==> src/logic/oq_consts.svh <==
`ifndef OQ_CONSTS_SVH
`define OQ_CONSTS_SVH

// Stream widths
`define OQ_DATA_WIDTH       64
`define OQ_USER_WIDTH       128

`define OQ_NUM_QUEUES       5

// Buffer sizing in bytes
`define OQ_BUFFER_BYTES     4096
`define OQ_MAX_PKT_BYTES    1600

`define OQ_DATA_DEPTH_BITS  9   // 512 beats of 8 bytes
// Room left for one max-size packet, counted in beats
`define OQ_DATA_THRESH      ((`OQ_BUFFER_BYTES - `OQ_MAX_PKT_BYTES) / (`OQ_DATA_WIDTH / 8))

`define OQ_META_DEPTH_BITS  3   // 8 tuser entries

// Low bit of the destination byte in tuser
`define OQ_DST_POS          24

`endif

==> src/logic/axis_pkg.sv <==
`include "oq_consts.svh"

package axis_pkg;

   // One data beat as stored in a queue
   typedef struct packed {
      logic [`OQ_DATA_WIDTH-1:0]   tdata;
      logic [`OQ_DATA_WIDTH/8-1:0] tstrb;
      logic                        tlast;
   } axis_beat_t;

   typedef logic [`OQ_USER_WIDTH-1:0] axis_user_t;

   // Everything a master port drives
   typedef struct packed {
      axis_beat_t beat;
      axis_user_t tuser;  // Constant across a packet
      logic       tvalid;
   } axis_out_t;

endpackage

==> src/logic/oq_pkg.sv <==
`include "oq_consts.svh"

package oq_pkg;

   // One bit per output queue, bit k is queue k
   typedef logic [`OQ_NUM_QUEUES-1:0] queue_mask_t;

   // Packet admission
   typedef enum logic [1:0] {
      ADMIT_IDLE  = 2'd0,  // Waiting for a first beat
      ADMIT_WRITE = 2'd1,  // Copying the packet into the selected queues
      ADMIT_DROP  = 2'd2   // Swallowing the packet
   } admit_state_t;

endpackage

==> src/logic/oq_admit.sv <==
`timescale 1ns/1ps
`include "oq_consts.svh"

module oq_admit (
   input  logic                 axi_aclk,
   input  logic                 axi_resetn,
   input  axis_pkg::axis_beat_t s_beat,
   input  axis_pkg::axis_user_t s_user,
   input  logic                 s_valid,
   output logic                 s_ready,
   input  oq_pkg::queue_mask_t  data_full,
   input  oq_pkg::queue_mask_t  meta_full,
   output oq_pkg::queue_mask_t  wr_mask,
   output logic                 wr_first
);

   import oq_pkg::*;

   admit_state_t state;
   admit_state_t state_next;
   queue_mask_t  dst_mask;   // Decoded from the current tuser
   queue_mask_t  cur_mask;   // Held for the whole packet
   queue_mask_t  blocked;
   logic [7:0]   dst;
   logic         first_word;
   logic         xfer;

   assign dst = s_user[`OQ_DST_POS +: 8];

   // Even bits map one to one, any odd bit selects the last queue
   always_comb begin
      dst_mask = '0;
      for (int k = 0; k < `OQ_NUM_QUEUES - 1; k++) begin
         dst_mask[k] = dst[2*k];
      end
      dst_mask[`OQ_NUM_QUEUES-1] = dst[1] | dst[3] | dst[5] | dst[7];
   end

   // A selected queue without room for a max-size packet
   assign blocked = dst_mask & (data_full | meta_full);

   assign s_ready = (state == ADMIT_WRITE) || (state == ADMIT_DROP);
   assign xfer    = s_valid && s_ready;

   always_comb begin
      state_next = state;
      case (state)
         ADMIT_IDLE: begin
            if (s_valid) begin
               state_next = (blocked == '0) ? ADMIT_WRITE : ADMIT_DROP;
            end
         end
         ADMIT_WRITE, ADMIT_DROP: begin
            if (xfer && s_beat.tlast) begin
               state_next = ADMIT_IDLE;
            end
         end
         default: state_next = ADMIT_IDLE;
      endcase
   end

   // Queue writes only on accepted beats of an admitted packet
   always_comb begin
      wr_mask  = '0;
      wr_first = 1'b0;
      if (state == ADMIT_WRITE && s_valid) begin
         wr_mask  = cur_mask;
         wr_first = first_word;  // Also pushes tuser
      end
   end

   always_ff @(posedge axi_aclk) begin
      if (!axi_resetn) begin
         state      <= ADMIT_IDLE;
         cur_mask   <= '0;
         first_word <= 1'b0;
      end else begin
         state <= state_next;
         if (state == ADMIT_IDLE && s_valid) begin
            cur_mask   <= dst_mask;
            first_word <= 1'b1;
         end else if (xfer) begin
            first_word <= 1'b0;
         end
      end
   end

endmodule

==> config.mk <==
export PLATFORM = sky130hd
export DESIGN_NAME = oq_admit
export DESIGN_NICKNAME = d
export VERILOG_FILES = /design/src/logic/axis_pkg.sv /design/src/logic/oq_pkg.sv /design/src/logic/oq_admit.sv
export VERILOG_INCLUDE_DIRS = /design/src /design/src/logic
export SDC_FILE = /design/constraint.sdc
export NUM_CORES = 1
export LEC_CHECK = 0
export BUFFER_PORTS_ARGS = -buffer_cell sky130_fd_sc_hd__buf_4
export CORE_AREA = 10 10 77 79
export DETAILED_ROUTE_END_ITERATION = 10
export DIE_AREA = 0 0 87 89
export SYNTH_ARGS = -nofsm -noshare
export SYNTH_HDL_FRONTEND = slang
export SYNTH_SLANG_ARGS = --single-unit
==> constraint.sdc <==
create_clock -name axi_aclk -period 1.7 [get_ports axi_aclk]
set_input_delay 0.34 -clock axi_aclk [delete_from_list [all_inputs] [get_ports axi_aclk]]
set_output_delay 0.34 -clock axi_aclk [all_outputs]
set_load 0.02 [all_outputs]
==> results of run 1 <==
logic make-up (layout without fill, tap and decap cells):
family / after synthesis / count (layout)
buffers and inverters: 4 / 35
AOI/OAI and AO/OA: 17 / 17
DFF: 8 / 8
and+or+nand+nor: 25 / 25
adders and majority gates: 2 / 2
worst max-delay path, stage by stage, from the launching register on:
cell	delay, ps
sky130_fd_sc_hd__dfxtp_1	330
sky130_fd_sc_hd__inv_1	70
sky130_fd_sc_hd__ha_1	340
sky130_fd_sc_hd__nor2b_1	190
sky130_fd_sc_hd__or3_1	340
sky130_fd_sc_hd__o32ai_2	250
timing repair:
item,CTS,global route
gates resized for setup,0,1
hold endpoints to repair,0,0
endpoints found under the setup margin,0,1
setup buffers,0,0
hold buffers,0,0
cells in the final DEF, fill, tap and decap left out, drive strengths merged:
| master | Yosys | final |
|---|---|---|
| nor3 | 1 | 1 |
| nor2b | 1 | 1 |
| a211o | 1 | 1 |
| inv | 3 | 3 |
| nand2 | 11 | 11 |
| o21ba | 1 | 1 |
| a2111oi | 1 | 1 |
| o211ai | 1 | 1 |
| ha | 2 | 2 |
| a21oi | 5 | 5 |
| clkbuf | 1 | 3 |
| dfxtp | 8 | 8 |
| and2 | 1 | 1 |
| nor4 | 1 | 1 |
| or3 | 1 | 1 |
| buf | 0 | 29 |
| and3 | 6 | 6 |
| o21ai | 5 | 5 |
| a211oi | 1 | 1 |
| o211a | 1 | 1 |
| nor2 | 3 | 3 |
| o32ai | 1 | 1 |
registers in the layout (all words and copies together) (netlist names):
name,count
cur_mask,5
first_word,1
state,2
power breakdown:
group	internal, uW	switching (uW)	leakage [uW]	total, uW
sequential	208	8.07	0.0000659	216
clock	153	69.6	0.0000216	223
combinational	74.1	71.5	0.000276	146
total	435	149	0.000364	584
through the flow:
step	setup WS, ps	power (uW)
finish	94.7	584
global route	19.1	625
CTS	62.4	595
detailed placement	74.5	366
global placement	114	364
floorplan	121	300
metal layers:
layer	GRT usage, %	up-vias	part of all wire, %	routed length [microns]
met3	2.01	2	12	190
met4	3.98	0	2.7	44
met5	0	-	0	0
met1	4.75	211	43	705
li1	-	265	-	-
met2	6.26	24	42	681
how the worst max path moves through the flow:
| stage | slack (ps) | to | startpoint | depth (start not counted) |
|---|---|---|---|---|
| 6_report | 90 | state[0] | state[0] | 5 |
| 5_1_grt | 20 | state[0] | state[0] | 5 |
| 4_1_cts | 60 | state[0] | state[0] | 5 |
| 3_5_place_dp | 70 | state[0] | state[0] | 5 |
| 3_3_place_gp | 110 | state[0] | state[0] | 5 |
| 2_1_floorplan | 120 | state[0] | state[0] | 5 |
cell type report:
| class | count | area (sq um) |
|---|---|---|
| Clock buffer | 3 | 41.3 |
| Fill cell | 497 | 3760 |
| Inverter | 3 | 11.3 |
| Multi-Input combinational cell | 44 | 275 |
| Sequential cell | 8 | 160 |
| Tap cell | 54 | 67.6 |
| Timing Repair Buffer | 29 | 218 |
==> flow_metrics.tcl, run 1 <==
set metrics [dict create \
    netlist.area_leader.share_pct 36.2 \
    area_growth_pct 74.6 \
    cp.required_ps 1840 \
    cts_buffer_depth 2 \
    tritoncts "done" \
    grt_total_usage_pct 4.39 \
    dieWidth_microns 87 \
    power_leakage_uw 0.000364 \
    arrival_ps 1740 \
    routabilityCongestion 0.662 \
    starting_density_pct 9.77 \
    global_route.overflow_total 0 \
    cts_num_sinks 8 \
    drt_iter0_markers 29 \
    maxCapViolations 0 \
    die_height_microns 89 \
    synthesis.area_sq_um 443 \
    ff2ff_setup_slack_ps 90 \
    antenna_violating_nets_post_route 0 \
    synthFlopType "sky130_fd_sc_hd__dfxtp_1" \
    skew_pair_late_insertion_delay_ps 220 \
    synth_area_leaders "sky130_fd_sc_hd__dfxtp_1, sky130_fd_sc_hd__and3_2, sky130_fd_sc_hd__nand2_1" \
    synth_xor_xnor_area_share_pct 0 \
    timing.rr.start "state[0]" \
    detailroute.via_count 502 \
    total_cts_buffers 3 \
    reg2reg_to "state[0]" \
    via_per_inst 3.56 \
    worst_clock_skew_ps 1.98 \
    grt_setup_unrepaired "no" \
    antenna_found_initial 0 \
    hold_end "cur_mask[3]" \
    kind_of_critical_path "flop to flop" \
    layout_worst_path_cycle_share_pct 94.4 \
    clock_tree.root_cell "sky130_fd_sc_hd__clkbuf_8" \
    postSynthNetCount 272 \
    layout-drive-gt1-share_pct 47.1 \
    synth.yosys.warnings 0 \
    hold_viol_final 0 \
    worst_setup_hold_path_clk_slew_ps 40 \
    placement.cell_area_sq_um 724 \
    finish.utilization_pct 17.0 \
    port_buffers 28 \
    timing.hold.worst.class "primary input to flop" \
    placement_rows 25 \
    post_synth_and_or_nand_nor_area_fraction_pct 29.7 \
    firstDrtPassIters 4 \
    synthMostInstantiatedCell "sky130_fd_sc_hd__nand2_1" \
    synth_top_cells_by_count "sky130_fd_sc_hd__nand2_1, sky130_fd_sc_hd__dfxtp_1, sky130_fd_sc_hd__and3_2, sky130_fd_sc_hd__a21oi_1, sky130_fd_sc_hd__o21ai_0" \
    design.core.area_sq_mm 0.00454 \
    timing.critical_path.fanout_max 5 \
    dp_hpwl_microns 1400 \
    synth_top_area_cell "sky130_fd_sc_hd__dfxtp_1" \
    final_period_minus_worst_setup_slack_ps 1610 \
    hold_depth 3 \
    pwr_density_cell_mw_per_mm2 756 \
    worst_setup_path_end_kind "flop" \
    synth_area_per_cell_sq_um 7.91 \
    timing.slew.headroom_pct 68.8 \
    dominant_combinational_cell_family_by_area_after_synthesis "simple AND/OR/NAND/NOR gates" \
    final_cells 141 \
    worst_setup_path_start_kind "flop" \
    hp-start "s_user[30]" \
    synthesis.instances 56 \
    worstRegToRegCells 5 \
    synthMuxAreaShare_pct 0 \
    wire_length_of_the_first_global_routing_pass_microns 2560 \
    place.detailed.instances 138 \
    die-area_sq_mm 0.00774 \
    report.final.slew_viol_count 0 \
    portion_of_the_post_synthesis_area_used_by_sequential_elements_pct 36.2 \
    routed_wirelength_microns 1620 \
    grt_pass1_vias 563 \
    synth_adder_area_share_pct 5.65 \
    setup_total_negative_slack_ps 0 \
    detail_routed_net_length_per_standard_cell_microns 11.5 \
    remaining_drc_errors 0 \
    outcome "finished, final reports clean" \
    synth_cell_type_count 22 \
    synth_enable_flop_cells 0 \
    nNetsFinal 305 \
    post_synthesis_compound_gate_area_fraction_pct 25.1 \
    synth.ff_latch_count 8 \
    i_o_pins 221 \
    async_flop_share_pct 0 \
    fin_area_sq_um 773 \
    power.ir.vdd_worst_mv 0.179 \
    achievable-frequency_ghz 0.623 \
    n_antenna_cell 0 \
    setup_viol 0 \
    grt_start_max_net_pins 11 \
    fin_hold_ws_ps 376 \
    tightestPinTransition_ps 456 \
    max_h_tree_level 1 \
]
Power figures use the tool's default switching activity.
==> run 2, diff against run 1 <==
==> constraint.sdc (replaced) <==
create_clock -name axi_aclk -period 1.7 [get_ports axi_aclk]
set_input_delay 0.085 -clock axi_aclk [delete_from_list [all_inputs] [get_ports axi_aclk]]
set_output_delay 0.085 -clock axi_aclk [all_outputs]
set_load 0.02 [all_outputs]
==> run 2 against run 1 <==
Effect of this change:
- clock power up 3%
- first-iteration DRC count down 24%
- clock skew is 1.3 ps higher
- critical path type unchanged
- critical endpoint unchanged
- largest cell class unchanged
- highest routed layer unchanged
==> flow_metrics.tcl, run 2 (synthesis gave the netlist of run 1 again) <==
set metrics [dict create \
    wire_length_of_the_first_global_routing_pass_microns 2590 \
    skew_pair_late_insertion_delay_ps 230 \
    area_growth_pct 72.9 \
    worst_clock_skew_ps 3.29 \
    clock_tree.root_cell "sky130_fd_sc_hd__clkbuf_8" \
    total_cts_buffers 3 \
    pwr_density_cell_mw_per_mm2 772 \
    global_route.overflow_total 0 \
    power.ir.vdd_worst_mv 0.175 \
    fin_area_sq_um 766 \
    worstRegToRegCells 5 \
    layout_worst_path_cycle_share_pct 94.7 \
    tightestPinTransition_ps 488 \
    dieWidth_microns 87 \
    most_used_cells_in_the_layout_excluding_fill_and_tap_cells "sky130_fd_sc_hd__buf_4, sky130_fd_sc_hd__nand2_1, sky130_fd_sc_hd__dfxtp_1, sky130_fd_sc_hd__and3_2" \
    dp_hpwl_microns 1390 \
    crit_path_cell_trace "inv_1 -> ha_1 -> nor2b_1 -> or3_1 -> o32ai_2" \
    fill_cell_count 514 \
    power_leakage_uw 0.000358 \
    routabilityCongestion 0.661 \
    maxCapViolations 0 \
    outcome "finished, final reports clean" \
    report.final.slew_viol_count 0 \
    final_cells 140 \
    antenna_violating_nets_post_route 0 \
    registers.top_by_ff_count "cur_mask" \
    cp.required_ps 1850 \
    worst_setup_path_end_kind "flop" \
    path_depth 5 \
    design.core.area_sq_mm 0.00454 \
    place.detailed.instances 137 \
    starting_density_pct 9.77 \
    arrival_ps 1760 \
    largest_register_ffs 5 \
    nNetsFinal 304 \
    grt_total_usage_pct 4.50 \
    worst_setup_path_start_kind "flop" \
    detailroute.via_count 504 \
    timing.hold.worst.class "primary input to flop" \
    timing.critical_path.buf_inv 1 \
    setup_total_negative_slack_ps 0 \
    achievable-frequency_ghz 0.621 \
    grt_start_max_net_pins 11 \
    hold_viol_final 0 \
    grt_pass1_vias 579 \
    antenna_found_initial 0 \
    timing.slew.headroom_pct 66.7 \
    cts_num_sinks 8 \
    i_o_pins 221 \
    routed_wirelength_microns 1630 \
    cpMaxStageDelayCell "sky130_fd_sc_hd__ha_1" \
    hold_depth 3 \
    layout.cells.most_common "sky130_fd_sc_hd__buf_4" \
    cts_buffer_depth 2 \
    detail_routed_net_length_per_standard_cell_microns 11.6 \
    setup_viol 0 \
    remaining_drc_errors 0 \
    max_stage_delay_ps 340 \
    cts_setup_buffers 0 \
    final_period_minus_worst_setup_slack_ps 1610 \
    grt_setup_unrepaired "no" \
    tritoncts "done" \
    firstDrtPassIters 4 \
    worst_setup_hold_path_clk_slew_ps 40 \
    layout-drive-gt1-share_pct 46.5 \
    worst_path_dominant_cell_family "simple AND/OR/NAND/NOR gates" \
    kind_of_critical_path "flop to flop" \
    die_height_microns 89 \
    n_antenna_cell 0 \
    placement_rows 25 \
    drt_iter0_markers 22 \
    placement.cell_area_sq_um 717 \
    port_buffers 28 \
    max_h_tree_level 1 \
    die-area_sq_mm 0.00774 \
    timing.critical_path.fanout_max 5 \
    via_per_inst 3.60 \
    largest_registers "cur_mask x5, state x2, first_word x1" \
]
==> run 2: cell types whose count changed in the layout (fill, tap and decap cells not counted) <==
cell	before	now
sky130_fd_sc_hd__buf_4	29	28
==> run 2: area by class of cell <==
type / instances / area [sq um] / share of cell area (%)
Timing Repair Buffer: 28 / 210 / 27.5
Multi-Input combinational cell: 44 / 275 / 35.9
Sequential cell: 8 / 160 / 20.9
Clock buffer: 3 / 41.3 / 5.39
Tap cell: 54 / 67.6 / 8.82
Inverter: 3 / 11.3 / 1.47
==> run 2: worst reg2reg max path, delay by kind of cell, from the launching register on <==
family	cells	cell delay, ps
DFF	1	330
AOI/OAI and AO/OA	1	250
adders and majority gates	1	340
buffers and inverters	1	70
and+or+nand+nor	2	540
==> run 2: final timing paths <==
check                           slack (ps)   startpoint     endpoint
worst max-delay path                    90     state[0]     state[0]
worst min-delay path                   120   s_user[30]  cur_mask[3]
worst min register to register         450  cur_mask[2]  cur_mask[2]
worst max register to register          90     state[0]     state[0]
==> run 2: report_power, final <==
group	switching [uW]	leakage (uW)	internal [uW]	total [uW]
Combinational	72.3	0.000271	73.4	146
Clock	75.2	0.0000216	153	229
Sequential	8.56	0.0000659	208	217
==> run 2: per-layer routing <==
metal | track usage, % | share of wire (%)
met1 | 4.75 | 42
met5 | 0 | 0
met3 | 2.19 | 12
met4 | 4.86 | 4.5
met2 | 6.13 | 41
==> run 2: what timing repair did <==
action / 4_1_cts / 5_1_grt
gates resized for setup: 0 / 1
hold buffers: 0 / 0
setup endpoints to repair: 0 / 1
==> run 2: through the flow <==
stage          power [uW]  hold WS, ps  setup slack (ps)  utilization, %
6_report              591          119              90.0            16.9
3_3_place_gp          363          356               114            15.8
3_5_place_dp          365          358              72.3            15.8
5_1_grt               625          129              22.8            16.9
2_1_floorplan         300          221               121               -
4_1_cts               598          117              59.8            16.7
